===== src/bpu_pkg.sv =====
package bpu_pkg;

    localparam int XLEN = 32;

    typedef logic [XLEN-1:0] addr_t;  // pc or target
    typedef logic [31:0]     inst_t;  // raw instruction word
    typedef logic [1:0]      ctr_t;   // msb set means predict taken
    typedef logic [4:0]      reg_idx_t;

    localparam ctr_t CTR_RESET = 2'd1;  // weakly not taken
    localparam ctr_t CTR_MAX   = 2'd3;
    localparam ctr_t CTR_MIN   = 2'd0;

    // opcode field, inst[6:0]
    localparam logic [6:0] OPC_BRANCH = 7'b1100011;
    localparam logic [6:0] OPC_JAL    = 7'b1101111;
    localparam logic [6:0] OPC_JALR   = 7'b1100111;

    localparam reg_idx_t REG_X0 = 5'd0;
    localparam reg_idx_t REG_RA = 5'd1;  // link register x1

    typedef enum logic [2:0] {
        CLS_OTHER  = 3'd0,
        CLS_BRANCH = 3'd1,
        CLS_JAL    = 3'd2,
        CLS_JALR   = 3'd3,
        CLS_RET    = 3'd4   // jalr x0, 0(x1)
    } inst_class_e;

    typedef struct packed {
        addr_t pc;
        inst_t inst;
    } fetch_t;

    // resolved branch from execute
    typedef struct packed {
        logic  valid;
        logic  taken;
        addr_t pc;
        addr_t target;
        inst_t inst;
    } ex_update_t;

    typedef struct packed {
        logic  is_ctrl;
        logic  taken;
        addr_t target;
    } prediction_t;

    // shared by the btb lookup and the ras top
    typedef struct packed {
        logic  hit;
        addr_t target;
    } target_rd_t;

    typedef struct packed {
        logic  push;
        logic  pop;
        addr_t push_data;
    } ras_cmd_t;

endpackage


===== src/ras.sv =====
module ras #(
    parameter int RAS_DEPTH = 32
) (
    input  logic                clk,
    input  logic                rst,
    input  bpu_pkg::ras_cmd_t   cmd_i,
    input  logic                flush_i,
    output bpu_pkg::target_rd_t top_o
);

    localparam int IDX_W = $clog2(RAS_DEPTH);
    localparam int PTR_W = IDX_W + 1;  // room for the full count

    typedef logic [IDX_W-1:0] idx_t;
    typedef logic [PTR_W-1:0] ptr_t;

    bpu_pkg::addr_t stack_q [RAS_DEPTH];
    ptr_t           sp_q;        // number of valid entries
    ptr_t           ckpt_sp_q;   // sp before the last push
    logic           ckpt_armed_q;

    ptr_t top_ptr;
    idx_t top_idx;
    logic empty;
    logic full;
    logic restore;
    logic swap;
    logic do_push;
    logic do_pop;
    logic wr_en;
    idx_t wr_idx;

    assign top_ptr = sp_q - ptr_t'(1);
    assign top_idx = top_ptr[IDX_W-1:0];
    assign empty   = (sp_q == '0);
    assign full    = (sp_q == ptr_t'(RAS_DEPTH));

    // priority: flush restore, push+pop, push, pop
    assign restore = flush_i && ckpt_armed_q;
    assign swap    = !restore && cmd_i.push && cmd_i.pop;
    assign do_push = !restore && cmd_i.push && !cmd_i.pop;
    assign do_pop  = !restore && cmd_i.pop && !cmd_i.push;

    assign wr_en  = (swap && !empty) || (do_push && !full);
    assign wr_idx = swap ? top_idx : sp_q[IDX_W-1:0];

    assign top_o.hit    = !empty;
    assign top_o.target = stack_q[top_idx];

    always_ff @(posedge clk or posedge rst) begin
        if (rst) begin
            sp_q         <= '0;
            ckpt_sp_q    <= '0;
            ckpt_armed_q <= 1'b0;
        end else if (restore) begin
            sp_q         <= ckpt_sp_q;
            ckpt_armed_q <= 1'b0;
        end else if (do_push) begin
            ckpt_sp_q    <= sp_q;
            ckpt_armed_q <= 1'b1;
            if (!full) begin
                sp_q <= sp_q + ptr_t'(1);
            end
        end else if (do_pop && !empty) begin
            sp_q <= top_ptr;
        end
    end

    always_ff @(posedge clk) begin
        if (wr_en) begin
            stack_q[wr_idx] <= cmd_i.push_data;
        end
    end

    assert property (@(posedge clk) disable iff (rst) sp_q <= ptr_t'(RAS_DEPTH))
        else $error("ras sp above depth");

    // a restore must never land outside the stack either
    assert property (@(posedge clk) disable iff (rst)
        ckpt_armed_q |-> ckpt_sp_q <= ptr_t'(RAS_DEPTH))
        else $error("ras checkpoint above depth");

endmodule

===== config.mk =====
export PLATFORM = sky130hd
export DESIGN_NAME = ras
export DESIGN_NICKNAME = d
export VERILOG_FILES = /design/src/bpu_pkg.sv /design/src/ras.sv
export SDC_FILE = /design/constraint.sdc
export NUM_CORES = 1
export LEC_CHECK = 0
export ABC_AREA = 0
export BUFFER_PORTS_ARGS = -buffer_cell sky130_fd_sc_hd__buf_2
export CAP_MARGIN = 30
export CORE_UTILIZATION = 40
export CTS_CLUSTER_SIZE = 30
export DETAILED_ROUTE_END_ITERATION = 16
export HOLD_SLACK_MARGIN = 0.12
export SYNTH_ARGS = -nofsm -noshare
export SYNTH_HDL_FRONTEND = slang
export SYNTH_SLANG_ARGS = --single-unit

===== constraint.sdc =====
create_clock -name clk -period 5.61 [get_ports clk]
set_input_delay 0.8415 -clock clk [delete_from_list [all_inputs] [get_ports clk]]
set_output_delay 0.8415 -clock clk [all_outputs]
set_load 0.02 [all_outputs]

; Word level (Yosys, flattened, before mapping)
; Memories as Yosys holds them, arrays and structs flattened.
; Cells that the tools add are included.
; Widths: inputs -> output; s select.
[totals]
elab_cells = 38
ram_bits = 1024
latchBits = 0
output_inout_bits = 33
regBits = 13
romBits = 0
n_memories = 1
[classes]
add_sub_neg = 2
n_eq_ne = 2
muxes = 9
n_bitwise = 1
reduce_logical = 20
n_shift = 0
order_cmp = 0
div_mod_pow = 0
multipliers = 0
[memory_table]
columns = name, depth, word_bits, rd, rd_clocked_by_memory_dff, write_ports, line
row1 = stack_q, 32, 32, 1, 0, 1, ras.sv:17  ; bpu_pkg::addr_t stack_q [RAS_DEPTH];
[op_table]
columns = cell, count
row1 = $mux 6, 4
row2 = $logic_and 1x1->1, 9
row3 = $add 6x1->6 const B, 1
row4 = $eq 6x6->1 const B, 1
row5 = $logic_not 6->1, 1
row6 = $sub 6x1->6 const B, 1
row7 = $logic_not 1->1, 5
row8 = $mux 5, 1
row9 = $mux 1, 4
row10 = $reduce_and 2->1, 2
row11 = $ne 3x3->1 const B, 1
row12 = $reduce_bool 3->1, 1
row13 = $reduce_bool 2->1, 1
row14 = $logic_or 1x1->1, 1
row15 = $not 1->1, 1

; Logic depth before layout (Yosys ltp)
; Gate-level depths: netlist of run 1.
[depth]
depth_word = 8
depth_mapped = 12
ltp_nobuf = 7

; Worst setup path after synthesis of run 1
; Ideal clock, no wire load.
[synth_timing]
kind = reg2reg
start = reg sp_q[0]
end = mem stack_q[20][0] (netlist name) (enable)
required_time_ns = 5.189
stages_incl_launch_ff = 12
path_slack_ns = 1.711
synth_period_minus_slack_ns = 3.899
n_path_buf = 6
arrival_ns = 3.478
cell_sequence = dfrtp_1 buf_4 buf_6 buf_2 inv_1 ha_1 buf_2 buf_4 clkbuf_1 o21a_1 nand2_2 nor2_1
[synth_between]
elab_chain_len = 6
elab_cells_between_ends = 11
cone_classes = 1 x add/sub / 1 x eq/ne / 3 x mux / 6 x reduce/logical
[synth_rtl]
columns = element, line
row1 = start: declaration, ras.sv:18  ; ptr_t sp_q;
row2 = start signal: assignment, ras.sv:56  ; sp_q <= ckpt_sp_q;
row3 = start signal: assignment, ras.sv:62  ; sp_q <= sp_q + ptr_t'(1);
row4 = start signal: assignment, ras.sv:65  ; sp_q <= top_ptr;
row5 = "parallel branches: the longest is 6 deep, another holds $sub 6x1->6", --
row6 = end: declaration, ras.sv:17
; Parallel ways; which one is timed is not known.

==> impl_metrics.prom, run 1 <==
# TYPE chip_impl_metric gauge
chip_impl_metric{name="grt_max_degree",unit=""} 106
chip_impl_metric{name="clkSinkCount",unit=""} 1037
chip_impl_metric{name="syn-num-nets",unit=""} 1818
chip_impl_metric{name="dp_cells",unit=""} 3132
chip_impl_metric{name="yosys_register_bits",unit=""} 1037
chip_impl_metric{name="dpl.hpwl",unit="mm"} 56.4
chip_impl_metric{name="async_flop_share",unit="%"} 1.25
chip_impl_metric{name="synth-simple-area-share",unit="%"} 1.71
chip_impl_metric{name="h_tree_levels",unit=""} 3
chip_impl_metric{name="port_buffers",unit=""} 69
chip_impl_info{name="dominantRegCellSynth",value="sky130_fd_sc_hd__edfxtp_1"} 1
chip_impl_metric{name="ys_seq_area_share",unit="%"} 76.9
chip_impl_metric{name="finalNetCount",unit=""} 1976
chip_impl_metric{name="via_density_per_instance",unit=""} 5.79
chip_impl_metric{name="max_cap_check_violation_count",unit=""} 0
chip_impl_info{name="worstReg2RegStart",value="sp_q[0]"} 1
chip_impl_metric{name="required",unit="ns"} 4.77
chip_impl_metric{name="netlist_area_pre_place",unit="mm2"} 0.0404
chip_impl_metric{name="detailedRoute.firstPassIterationCount",unit=""} 5
chip_impl_metric{name="synthMuxAreaShare",unit="%"} 16.8
chip_impl_metric{name="slew_violations",unit=""} 0
chip_impl_metric{name="leakagePower",unit="nW"} 14.7
chip_impl_metric{name="clk_latency",unit="ns"} 0.67
chip_impl_metric{name="post_synth_xor_area_fraction",unit="%"} 0.192
chip_impl_metric{name="critical_path_arrival",unit="ns"} 3.95
chip_impl_info{name="ctsRootBufferMaster",value="sky130_fd_sc_hd__clkbuf_16"} 1
chip_impl_metric{name="timing.final.setup_violations",unit=""} 0
chip_impl_metric{name="die_h",unit="um"} 320
chip_impl_metric{name="ant_nets_after_route",unit=""} 0
chip_impl_info{name="layout_commonest_cell",value="sky130_fd_sc_hd__edfxtp_1"} 1
chip_impl_metric{name="drt_iter0_drc",unit=""} 1886
chip_impl_info{name="setup.worst_path.class",value="reg -> out"} 1
chip_impl_metric{name="cts_resized",unit=""} 0
chip_impl_metric{name="grt_overflow",unit=""} 0
chip_impl_metric{name="grt_antenna_before_repair",unit=""} 10
chip_impl_metric{name="grt_pass1_vias",unit=""} 19800
chip_impl_metric{name="fin_setup_tns",unit="ns"} 0
chip_impl_metric{name="die_x",unit="um"} 320
chip_impl_info{name="dominant_combinational_cell_family_by_area_after_synthesis",value="multiplexers"} 1
chip_impl_metric{name="synthCells",unit=""} 1779
chip_impl_metric{name="drt_drc_violations_left",unit=""} 0
chip_impl_metric{name="cts.clk_slew.worst_paths",unit="ns"} 0.07
chip_impl_metric{name="synth-compound-area-share",unit="%"} 2.78
chip_impl_metric{name="placed_area",unit="mm2"} 0.0430
chip_impl_metric{name="tritoncts.num_buffers",unit=""} 101
chip_impl_info{name="grt_setup_unrepaired",value="false"} 1
chip_impl_info{name="r2r_end",value="stack_q[27][14]"} 1
chip_impl_metric{name="design_area",unit="mm2"} 0.0463
chip_impl_metric{name="gr-usage-all-layers",unit="%"} 19.5
chip_impl_info{name="min_path_type",value="in -> async"} 1
chip_impl_metric{name="synth.lib_cells_used.distinct",unit=""} 55
chip_impl_metric{name="routedWlPerCell",unit="um"} 29.8
chip_impl_metric{name="initial_core_util",unit="%"} 40.4
chip_impl_metric{name="die_area",unit="mm2"} 0.102
chip_impl_metric{name="placement_rows",unit=""} 116
chip_impl_metric{name="area_growth_from_synthesis_to_layout",unit="%"} 14.6
chip_impl_metric{name="vdd_drop_max",unit="V"} 0.000332
chip_impl_metric{name="synth.yosys.warnings",unit=""} 0
chip_impl_metric{name="yosys.area_share.adder",unit="%"} 0.0619
chip_impl_metric{name="place.gp.congestion",unit=""} 0.787
chip_impl_metric{name="fillCellCount",unit=""} 8166
chip_impl_metric{name="skew",unit="ns"} 0.0403
chip_impl_metric{name="synth_enable_flop_cells",unit=""} 1024
chip_impl_info{name="timing.critical_path.from_type",value="flop"} 1
chip_impl_metric{name="via_total_after_detailed_routing",unit=""} 19200
chip_impl_metric{name="setup_slack_of_the_most_critical_reg_to_reg_path",unit="ns"} 1.77
chip_impl_metric{name="r2r.worst_path.cells",unit=""} 6
chip_impl_metric{name="wire_length_of_the_first_global_routing_pass",unit="mm"} 143
chip_impl_info{name="tritoncts",value="yes"} 1
chip_impl_metric{name="post_cts_hold_buffer_count",unit=""} 0
chip_impl_metric{name="post_synth.cell_area_avg",unit="um2"} 22.7
chip_impl_metric{name="critPathMaxFanout",unit=""} 20
chip_impl_info{name="run_status",value="finished clean"} 1
chip_impl_metric{name="drive_gt1_share",unit="%"} 31.7
chip_impl_metric{name="pin_count",unit=""} 70
chip_impl_metric{name="final_critical_path_share_of_the_clock_period",unit="%"} 85.4
chip_impl_metric{name="post-route-min-period",unit="ns"} 4.79
chip_impl_metric{name="multi_input_comb_area",unit="mm2"} 0.00899
chip_impl_metric{name="worst_slew_pin_slew",unit="ns"} 1.12
chip_impl_info{name="end_kind",value="primary output"} 1
chip_impl_metric{name="worst_slew_margin_rel",unit="%"} 25.0
chip_impl_metric{name="totalWireLength",unit="mm"} 98.8
chip_impl_info{name="most-common-layout-cells",value="1024 x sky130_fd_sc_hd__edfxtp_1, 256 x sky130_fd_sc_hd__mux4_2, 102 x sky130_fd_sc_hd__clkbuf_16"} 1
chip_impl_metric{name="post-cts-setup-buffer-count",unit=""} 0
chip_impl_metric{name="core_region_area",unit="mm2"} 0.100
chip_impl_metric{name="power_density_of_the_placed_cells",unit="mW/mm2"} 541
chip_impl_metric{name="stdcell_count",unit=""} 3319
chip_impl_metric{name="clockBufferDepth",unit=""} 3
chip_impl_metric{name="hold_violations",unit=""} 0
chip_impl_metric{name="max_clock_freq",unit="MHz"} 209
chip_impl_metric{name="ff_latch_area",unit="mm2"} 0.0311
[routing by layer]
layer	GRT usage, %	wire length, um
met5	0	66
met4	4.51	1840
met3	3.47	6360
met2	33.0	49800
met1	26.3	40800
[metrics by stage]
stage / hold slack, ns / power [mW] / util (%) / worst slack [ns]
2_1_floorplan: 0.447 / 15.4 / - / 1.71
3_3_place_gp: 0.463 / 18.4 / 42.8 / 1.54
3_5_place_dp: 0.468 / 18.5 / 42.9 / 1.50
4_1_cts: 0.210 / 25.3 / 46.3 / 0.760
5_1_grt: 0.255 / 26.0 / 46.3 / 0.673
6_report: 0.215 / 25.1 / 46.3 / 0.820
[synthesized netlist by cell type (2+ instances only)]
master,instances,area (um2)
sky130_fd_sc_hd__buf_2,31,155
sky130_fd_sc_hd__mux2_2,2,22.5
sky130_fd_sc_hd__o21ai_0,4,20.0
sky130_fd_sc_hd__o211ai_1,2,15.0
sky130_fd_sc_hd__mux2i_1,99,991
sky130_fd_sc_hd__a32o_1,32,320
sky130_fd_sc_hd__nand3_1,12,60.1
sky130_fd_sc_hd__nand2_1,86,323
sky130_fd_sc_hd__buf_4,22,165
sky130_fd_sc_hd__buf_6,11,124
sky130_fd_sc_hd__a221oi_2,32,480
sky130_fd_sc_hd__inv_2,2,7.51
sky130_fd_sc_hd__nor3_1,2,10.0
sky130_fd_sc_hd__nand2_2,4,25.0
sky130_fd_sc_hd__and2_1,3,18.8
sky130_fd_sc_hd__o221ai_1,2,17.5
sky130_fd_sc_hd__inv_1,5,18.8
sky130_fd_sc_hd__edfxtp_1,1024,30700
sky130_fd_sc_hd__mux4_2,256,5770
sky130_fd_sc_hd__a31oi_1,6,37.5
sky130_fd_sc_hd__dfrtp_1,13,325
sky130_fd_sc_hd__a21oi_1,5,25.0
sky130_fd_sc_hd__nand3b_1,2,15.0
sky130_fd_sc_hd__xnor2_1,6,52.6
sky130_fd_sc_hd__buf_1,2,7.51
sky130_fd_sc_hd__buf_8,4,60.1
sky130_fd_sc_hd__nor2_1,43,161
sky130_fd_sc_hd__a32oi_1,4,35.0
sky130_fd_sc_hd__nor2b_1,3,18.8
sky130_fd_sc_hd__ha_1,2,25.0
sky130_fd_sc_hd__o22ai_1,6,37.5
sky130_fd_sc_hd__clkbuf_1,29,109
[worst max path at each step]
stage          startpoint        endpoint  slack [ns]  depth (start not counted)
6_report          sp_q[0]       top_o[19]        0.82                          9
5_1_grt           sp_q[0]        top_o[6]        0.67                          7
4_1_cts           sp_q[0]       top_o[19]        0.76                          9
3_5_place_dp      sp_q[0]       top_o[19]        1.50                          9
3_3_place_gp      sp_q[0]       top_o[19]        1.54                          9
2_1_floorplan     sp_q[0]  stack_q[20][0]        1.71                         11
[flip-flops by register name, summed over array words and instances, names as in the netlist]
signal and flops:
ckpt_sp_q 6, sp_q 6, stack_q 1024, ckpt_armed_q 1
[final cells by class]
| cell class | instances | share of cell area, % |
|---|---|---|
| clock inverter | 67 | 1.55 |
| inverter | 7 | 0.0567 |
| timing repair buffer | 155 | 2.77 |
| antenna | 2 | 0.0108 |
| clock buffer | 118 | 5.64 |
| multi-input combinational | 635 | 19.4 |
| tap | 1298 | 3.50 |
| sequential | 1037 | 67.1 |
[power breakdown]
group | leakage, nW | switching (mW) | internal (mW)
registers | 9.37 | 0.176 | 8.88
logic | 3.72 | 5.40 | 3.78
clock network | 1.62 | 2.88 | 3.98
[cells by family (layout without fill, tap and decap cells)]
family	after synthesis	in the layout
and+or+nand+nor	161	161
AOI/OAI and AO/OA	107	107
muxes	357	357
other	0	2
buffers and inverters	107	347
DFF	1037	1037
xor gates and xnor gates	8	8
adders and majority gates	2	2
[worst max-delay path, stage by stage (launching register included)]
cell                       delay, ns
sky130_fd_sc_hd__dfrtp_4        0.59
sky130_fd_sc_hd__inv_1          0.17
sky130_fd_sc_hd__ha_4           0.27
sky130_fd_sc_hd__xor2_4         0.77
sky130_fd_sc_hd__buf_12         0.29
sky130_fd_sc_hd__buf_12         0.23
sky130_fd_sc_hd__mux2i_1        0.12
sky130_fd_sc_hd__a32o_1         0.22
sky130_fd_sc_hd__a221oi_2       0.34
sky130_fd_sc_hd__buf_2          0.26
No activity file was read; power rests on OpenSTA's default activity.
==> run 2, diff against run 1 <==
Settings changed: CORE_UTILIZATION 40 to 60, PLACE_DENSITY set to 0.77.
==> impl_metrics.prom, run 2 (synthesis gave the netlist of run 1 again) <==
# TYPE chip_impl_metric gauge
chip_impl_metric{name="grt_antenna_before_repair",unit=""} 3
chip_impl_metric{name="critical_path_arrival",unit="ns"} 4.25
chip_impl_metric{name="initial_core_util",unit="%"} 61.1
chip_impl_metric{name="pin_count",unit=""} 70
chip_impl_metric{name="share_of_the_core_filled_with_cells_in_the_final_layout",unit="%"} 68.8
chip_impl_metric{name="cts.clk_slew.worst_paths",unit="ns"} 0.06
chip_impl_metric{name="tritoncts.num_buffers",unit=""} 99
chip_impl_metric{name="swShare",unit="%"} 34.1
chip_impl_metric{name="skew",unit="ns"} 0.0183
chip_impl_metric{name="power.clock.fraction",unit="%"} 26.7
chip_impl_info{name="most_flops_register",value="stack_q"} 1
chip_impl_metric{name="grt_pass1_vias",unit=""} 20100
chip_impl_metric{name="ant_nets_after_route",unit=""} 0
chip_impl_metric{name="slew_violations",unit=""} 0
chip_impl_metric{name="grt_max_degree",unit=""} 77
chip_impl_metric{name="worst_slew_pin_slew",unit="ns"} 1.02
chip_impl_metric{name="hold_violations",unit=""} 0
chip_impl_info{name="layout_commonest_cell",value="sky130_fd_sc_hd__edfxtp_1"} 1
chip_impl_metric{name="via_total_after_detailed_routing",unit=""} 19900
chip_impl_metric{name="largest_reg_flops",unit=""} 1024
chip_impl_metric{name="core_region_area",unit="mm2"} 0.0662
chip_impl_info{name="most-common-layout-cells",value="1024 x sky130_fd_sc_hd__edfxtp_1, 256 x sky130_fd_sc_hd__mux4_2, 103 x sky130_fd_sc_hd__clkbuf_16"} 1
chip_impl_metric{name="die_x",unit="um"} 262
chip_impl_metric{name="area_growth_from_synthesis_to_layout",unit="%"} 12.6
chip_impl_metric{name="totalWireLength",unit="mm"} 96.0
chip_impl_metric{name="detailedRoute.firstPassIterationCount",unit=""} 5
chip_impl_metric{name="required",unit="ns"} 4.77
chip_impl_metric{name="detailedPlace.worstSlack",unit="ns"} 1.15
chip_impl_info{name="biggestRegsByFlops",value="stack_q: 1024 flops, ckpt_sp_q: 6 flops, sp_q: 6 flops"} 1
chip_impl_metric{name="die_h",unit="um"} 262
chip_impl_metric{name="max_clock_freq",unit="MHz"} 196
chip_impl_metric{name="critPathMaxFanout",unit=""} 40
chip_impl_metric{name="grt_overflow",unit=""} 0
chip_impl_metric{name="place.gp.congestion",unit=""} 0.812
chip_impl_metric{name="power_density_of_the_placed_cells",unit="mW/mm2"} 545
chip_impl_metric{name="worst_slew_margin_rel",unit="%"} 32.2
chip_impl_info{name="timing.critical_path.from_type",value="flop"} 1
chip_impl_metric{name="leakagePower",unit="nW"} 14.6
chip_impl_metric{name="clockBufferDepth",unit=""} 3
chip_impl_metric{name="routedWlPerCell",unit="um"} 33.5
chip_impl_metric{name="post-cts-setup-buffer-count",unit=""} 0
chip_impl_metric{name="gr-usage-all-layers",unit="%"} 28.6
chip_impl_metric{name="port_buffers",unit=""} 69
chip_impl_metric{name="vdd_drop_max",unit="V"} 0.000498
chip_impl_metric{name="drive_gt1_share",unit="%"} 31.1
chip_impl_metric{name="die_area",unit="mm2"} 0.0684
chip_impl_info{name="ctsRootBufferMaster",value="sky130_fd_sc_hd__clkbuf_16"} 1
chip_impl_info{name="run_status",value="finished clean"} 1
chip_impl_metric{name="fin_setup_tns",unit="ns"} 0
chip_impl_metric{name="drt_iter0_drc",unit=""} 2590
chip_impl_metric{name="max_cap_check_violation_count",unit=""} 0
chip_impl_metric{name="final_critical_path_share_of_the_clock_period",unit="%"} 90.8
chip_impl_info{name="end_kind",value="primary output"} 1
chip_impl_metric{name="via_density_per_instance",unit=""} 6.94
chip_impl_metric{name="post_cts_hold_buffer_count",unit=""} 0
chip_impl_metric{name="part_of_the_total_power_dissipated_in_sequential_elements",unit="%"} 36.6
chip_impl_metric{name="internal-power",unit="mW"} 16.4
chip_impl_info{name="tritoncts",value="yes"} 1
chip_impl_metric{name="clkSinkCount",unit=""} 1037
chip_impl_metric{name="fillCellCount",unit=""} 3790
chip_impl_info{name="grt_setup_unrepaired",value="false"} 1
chip_impl_metric{name="power_frac_comb",unit="%"} 36.6
chip_impl_metric{name="setup_ws",unit="ns"} 0.515
chip_impl_metric{name="post-route-min-period",unit="ns"} 5.10
chip_impl_metric{name="setup_slack_of_the_most_critical_reg_to_reg_path",unit="ns"} 1.52
chip_impl_metric{name="clk_latency",unit="ns"} 0.65
chip_impl_info{name="min_path_type",value="in -> async"} 1
chip_impl_metric{name="cts_resized",unit=""} 0
chip_impl_info{name="setup.worst_path.class",value="reg -> out"} 1
chip_impl_metric{name="placement_rows",unit=""} 94
chip_impl_metric{name="drt_drc_violations_left",unit=""} 0
chip_impl_metric{name="timing.final.setup_violations",unit=""} 0
chip_impl_metric{name="dpl.hpwl",unit="mm"} 50.5
chip_impl_metric{name="power_dissipated_by_switching_net_loads",unit="mW"} 8.46
chip_impl_metric{name="h_tree_levels",unit=""} 3
chip_impl_metric{name="finalNetCount",unit=""} 1957
chip_impl_metric{name="wire_length_of_the_first_global_routing_pass",unit="mm"} 138
[run 2: layer usage]
layer | global-route usage, % | up-vias | part of all wire [%]
li1 | - | 7842 | -
met1 | 38.9 | 10500 | 37
met2 | 47.2 | 1354 | 50
met3 | 5.17 | 191 | 9.7
met4 | 10.6 | 2 | 3.3
met5 | 0 | - | 0.014
[run 2: path summary, 6_finish.rpt]
| check | from | cells after the start | endpoint |
|---|---|---|---|
| setup reg to reg | sp_q[0] | 7 | stack_q[8][22] |
| hold reg to reg | ckpt_sp_q[5] | 2 | ckpt_sp_q[5] |
| max in group asynchronous | rst | 2 | sp_q[0] |
| hold / removal | rst | 2 | sp_q[5] |
| min in group clk | flush_i | 2 | ckpt_armed_q |
| setup / recovery | sp_q[0] | 7 | top_o[16] |
[run 2: per-stage QoR]
step           power, mW  hold slack, ns  instance area, um2  std cells
6_report            24.8           0.221               45500       2864
4_1_cts             24.8           0.214               45500       2862
3_3_place_gp        17.9           0.461               42200       2675
5_1_grt             25.5           0.262               45500       2863
2_1_floorplan       15.4           0.447               40400       1779
3_5_place_dp        18.1           0.481               42300       2680
[run 2: power groups by stage]
stage | sequential, mW | clock [mW] | combinational (mW)
final | 9.08 | 6.64 | 9.09
after global routing | 9.11 | 6.94 | 9.47
after CTS | 9.08 | 6.68 | 9.07
after detailed placement | 9.23 | 0 | 8.92
after global placement | 9.20 | 0 | 8.74
after floorplan | 9.11 | 0 | 6.33
[run 2: final cells by class]
| cell class | instances | area (um2) | share of cell area [%] |
|---|---|---|---|
| repair buffers | 138 | 1110 | 2.44 |
| multi-input cells | 635 | 8990 | 19.7 |
| clock inverters | 68 | 621 | 1.36 |
| clock buffers | 114 | 2620 | 5.75 |
| inverters | 7 | 26.3 | 0.0577 |
| well taps | 864 | 1080 | 2.37 |
| flip-flops and latches | 1037 | 31100 | 68.3 |
| diodes | 1 | 2.50 | 0.00550 |
[run 2: critical path, stage by stage, from the launching register on]
cell	delay [ns]
sky130_fd_sc_hd__dfrtp_4	0.66
sky130_fd_sc_hd__buf_4	0.68
sky130_fd_sc_hd__buf_4	0.77
sky130_fd_sc_hd__mux4_2	0.37
sky130_fd_sc_hd__nand2_1	0.06
sky130_fd_sc_hd__a32o_1	0.29
sky130_fd_sc_hd__a221oi_2	0.44
sky130_fd_sc_hd__buf_2	0.27
==> run 3, diff against run 2 <==
Settings changed: CAP_MARGIN 30 to 5.
Clock period 5.61 ns to 5.6 ns, I/O delays scaled along.
==> impl_metrics.prom, run 3 (synthesis gave the netlist of run 1 again) <==
# TYPE chip_impl_metric gauge
chip_impl_metric{name="critical_path_arrival",unit="ns"} 4.29
chip_impl_metric{name="vdd_drop_max",unit="V"} 0.000646
chip_impl_metric{name="grt_max_degree",unit=""} 108
chip_impl_metric{name="power.clock.fraction",unit="%"} 26.0
chip_impl_info{name="biggestRegsByFlops",value="stack_q: 1024 flops, ckpt_sp_q: 6 flops, sp_q: 6 flops"} 1
chip_impl_metric{name="final_critical_path_share_of_the_clock_period",unit="%"} 91.6
chip_impl_metric{name="multi_input_comb_area",unit="mm2"} 0.00899
chip_impl_metric{name="place.gp.congestion",unit=""} 0.828
chip_impl_metric{name="swShare",unit="%"} 34.2
chip_impl_metric{name="finalNetCount",unit=""} 1953
chip_impl_metric{name="worst_slew_margin_rel",unit="%"} 23.5
chip_impl_metric{name="tritoncts.num_buffers",unit=""} 97
chip_impl_metric{name="h_tree_levels",unit=""} 3
chip_impl_info{name="setup.worst_path.class",value="reg -> out"} 1
chip_impl_metric{name="max_cap_check_violation_count",unit=""} 0
chip_impl_metric{name="part_of_the_total_power_dissipated_in_sequential_elements",unit="%"} 36.9
chip_impl_metric{name="fillCellCount",unit=""} 3747
chip_impl_info{name="critical-path-top-cell-by-count",value="sky130_fd_sc_hd__buf_12"} 1
chip_impl_metric{name="critPathMaxFanout",unit=""} 46
chip_impl_metric{name="dpl.hpwl",unit="mm"} 51.2
chip_impl_metric{name="port_buffers",unit=""} 69
chip_impl_metric{name="post_cts_hold_buffer_count",unit=""} 0
chip_impl_metric{name="clockBufferDepth",unit=""} 3
chip_impl_metric{name="placement_rows",unit=""} 94
chip_impl_metric{name="power_frac_comb",unit="%"} 37.2
chip_impl_info{name="timing.critical_path.from_type",value="flop"} 1
chip_impl_metric{name="routedWlPerCell",unit="um"} 34.3
chip_impl_metric{name="area_growth_from_synthesis_to_layout",unit="%"} 12.4
chip_impl_metric{name="detailedRoute.firstPassIterationCount",unit=""} 6
chip_impl_metric{name="cts.clk_slew.worst_paths",unit="ns"} 0.07
chip_impl_metric{name="setup_slack_of_the_most_critical_reg_to_reg_path",unit="ns"} 1.70
chip_impl_metric{name="drt_iter0_drc",unit=""} 2514
chip_impl_metric{name="wire_length_of_the_first_global_routing_pass",unit="mm"} 140
chip_impl_info{name="layout_commonest_cell",value="sky130_fd_sc_hd__edfxtp_1"} 1
chip_impl_metric{name="grt_overflow",unit=""} 0
chip_impl_info{name="critPathTopFamily",value="buffers and inverters"} 1
chip_impl_metric{name="largest_reg_flops",unit=""} 1024
chip_impl_metric{name="die_area",unit="mm2"} 0.0684
chip_impl_info{name="end_kind",value="primary output"} 1
chip_impl_metric{name="cp.buffers_inverters",unit=""} 4
chip_impl_info{name="most_flops_register",value="stack_q"} 1
chip_impl_metric{name="power_density_of_the_placed_cells",unit="mW/mm2"} 544
chip_impl_metric{name="clk_latency",unit="ns"} 0.66
chip_impl_metric{name="pin_count",unit=""} 70
chip_impl_metric{name="clkSinkCount",unit=""} 1037
chip_impl_metric{name="leakagePower",unit="nW"} 14.5
chip_impl_info{name="min_path_type",value="in -> async"} 1
chip_impl_metric{name="fin_setup_tns",unit="ns"} 0
chip_impl_metric{name="critical_path.max_stage_delay",unit="ns"} 0.81
chip_impl_metric{name="skew",unit="ns"} 0.0348
chip_impl_metric{name="power_dissipated_by_switching_net_loads",unit="mW"} 8.47
chip_impl_metric{name="via_density_per_instance",unit=""} 6.94
chip_impl_metric{name="grt_pass1_vias",unit=""} 20100
chip_impl_metric{name="required",unit="ns"} 4.76
chip_impl_metric{name="internal-power",unit="mW"} 16.3
chip_impl_info{name="path_cells",value="inv_1, ha_4, buf_12, buf_12, mux4_2, mux2i_1, a32o_1, a221oi_2, buf_2"} 1
chip_impl_metric{name="via_total_after_detailed_routing",unit=""} 19800
chip_impl_metric{name="post-cts-setup-buffer-count",unit=""} 0
chip_impl_info{name="grt_setup_unrepaired",value="false"} 1
chip_impl_metric{name="slew_violations",unit=""} 0
chip_impl_info{name="ctsRootBufferMaster",value="sky130_fd_sc_hd__clkbuf_16"} 1
chip_impl_metric{name="die_x",unit="um"} 262
chip_impl_info{name="tritoncts",value="yes"} 1
chip_impl_metric{name="drt_drc_violations_left",unit=""} 0
chip_impl_metric{name="grt_antenna_before_repair",unit=""} 4
chip_impl_info{name="run_status",value="finished clean"} 1
chip_impl_metric{name="initial_core_util",unit="%"} 61.1
chip_impl_info{name="worst_path_max_delay_cell",value="sky130_fd_sc_hd__dfrtp_4"} 1
chip_impl_metric{name="core_region_area",unit="mm2"} 0.0662
chip_impl_metric{name="totalWireLength",unit="mm"} 98.0
chip_impl_metric{name="drive_gt1_share",unit="%"} 30.6
chip_impl_metric{name="placed_area",unit="mm2"} 0.0423
chip_impl_metric{name="ff_latch_area",unit="mm2"} 0.0311
chip_impl_metric{name="ant_nets_after_route",unit=""} 0
chip_impl_metric{name="design_area",unit="mm2"} 0.0454
chip_impl_info{name="most-common-layout-cells",value="1024 x sky130_fd_sc_hd__edfxtp_1, 256 x sky130_fd_sc_hd__mux4_2, 100 x sky130_fd_sc_hd__clkbuf_16"} 1
chip_impl_metric{name="gr-usage-all-layers",unit="%"} 29.3
chip_impl_metric{name="worst_slew_pin_slew",unit="ns"} 1.15
chip_impl_metric{name="max_clock_freq",unit="MHz"} 195
chip_impl_metric{name="die_h",unit="um"} 262
chip_impl_metric{name="post-route-min-period",unit="ns"} 5.13
chip_impl_metric{name="cts_resized",unit=""} 0
chip_impl_metric{name="total_power",unit="mW"} 24.7
chip_impl_metric{name="timing.final.setup_violations",unit=""} 0
chip_impl_metric{name="hold_violations",unit=""} 0
-- run 3: metal layers --
layer  global-route usage [%]  wire, um  up-vias
met4                     11.1      3510        4
met1                     38.2     35500    10500
li1                         -         -     7839
met5                        0        22        -
met2                     49.9     50300     1255
met3                     5.23      8690      213
-- run 3: final timing paths --
path	start	cells after the start	end
worst min register to register	ckpt_sp_q[5]	2	ckpt_sp_q[5]
worst min-delay path	rst	2	sp_q[4]
max in group asynchronous	rst	2	sp_q[0]
worst max-delay path	sp_q[0]	9	top_o[11]
worst max register to register	sp_q[0]	6	stack_q[28][16]
min in group clk	flush_i	2	ckpt_armed_q
-- run 3: through the flow --
step	hold WS [ns]	setup WS (ns)	instances	utilization (%)
floorplan	0.447	1.70	1779	-
global placement	0.464	1.06	2679	64.0
detailed placement	0.477	1.05	2679	64.0
CTS	0.191	0.350	2854	68.6
global route	0.239	0.226	2855	68.6
finish	0.203	0.469	2857	68.6
-- run 3: worst reg2reg max path, delay by kind of cell, from the launching register on --
kind                       cells  cell delay [ns]
buffers and inverters          2             0.61
AOI/OAI and AO/OA              1             0.30
DFF                            1             0.81
and+or+nand+nor                2             1.05
adders and majority gates      1             0.79
-- run 3: area by class of cell --
| type | instances | share of cell area (%) |
|---|---|---|
| sequential | 1037 | 68.4 |
| timing repair buffer | 136 | 2.58 |
| inverter | 7 | 0.0578 |
| antenna | 3 | 0.0165 |
| clock buffer | 118 | 5.65 |
| multi-input combinational | 635 | 19.8 |
| tap | 864 | 2.38 |
| clock inverter | 57 | 1.15 |
-- run 3: power groups by stage --
| stage | combinational (mW) | sequential, mW | clock, mW |
|---|---|---|---|
| 6_report | 9.19 | 9.12 | 6.43 |
| 5_1_grt | 9.57 | 9.15 | 6.73 |
| 4_1_cts | 9.21 | 9.12 | 6.47 |
| 3_5_place_dp | 9.05 | 9.27 | 0 |
| 3_3_place_gp | 8.95 | 9.24 | 0 |
| 2_1_floorplan | 6.34 | 9.13 | 0 |
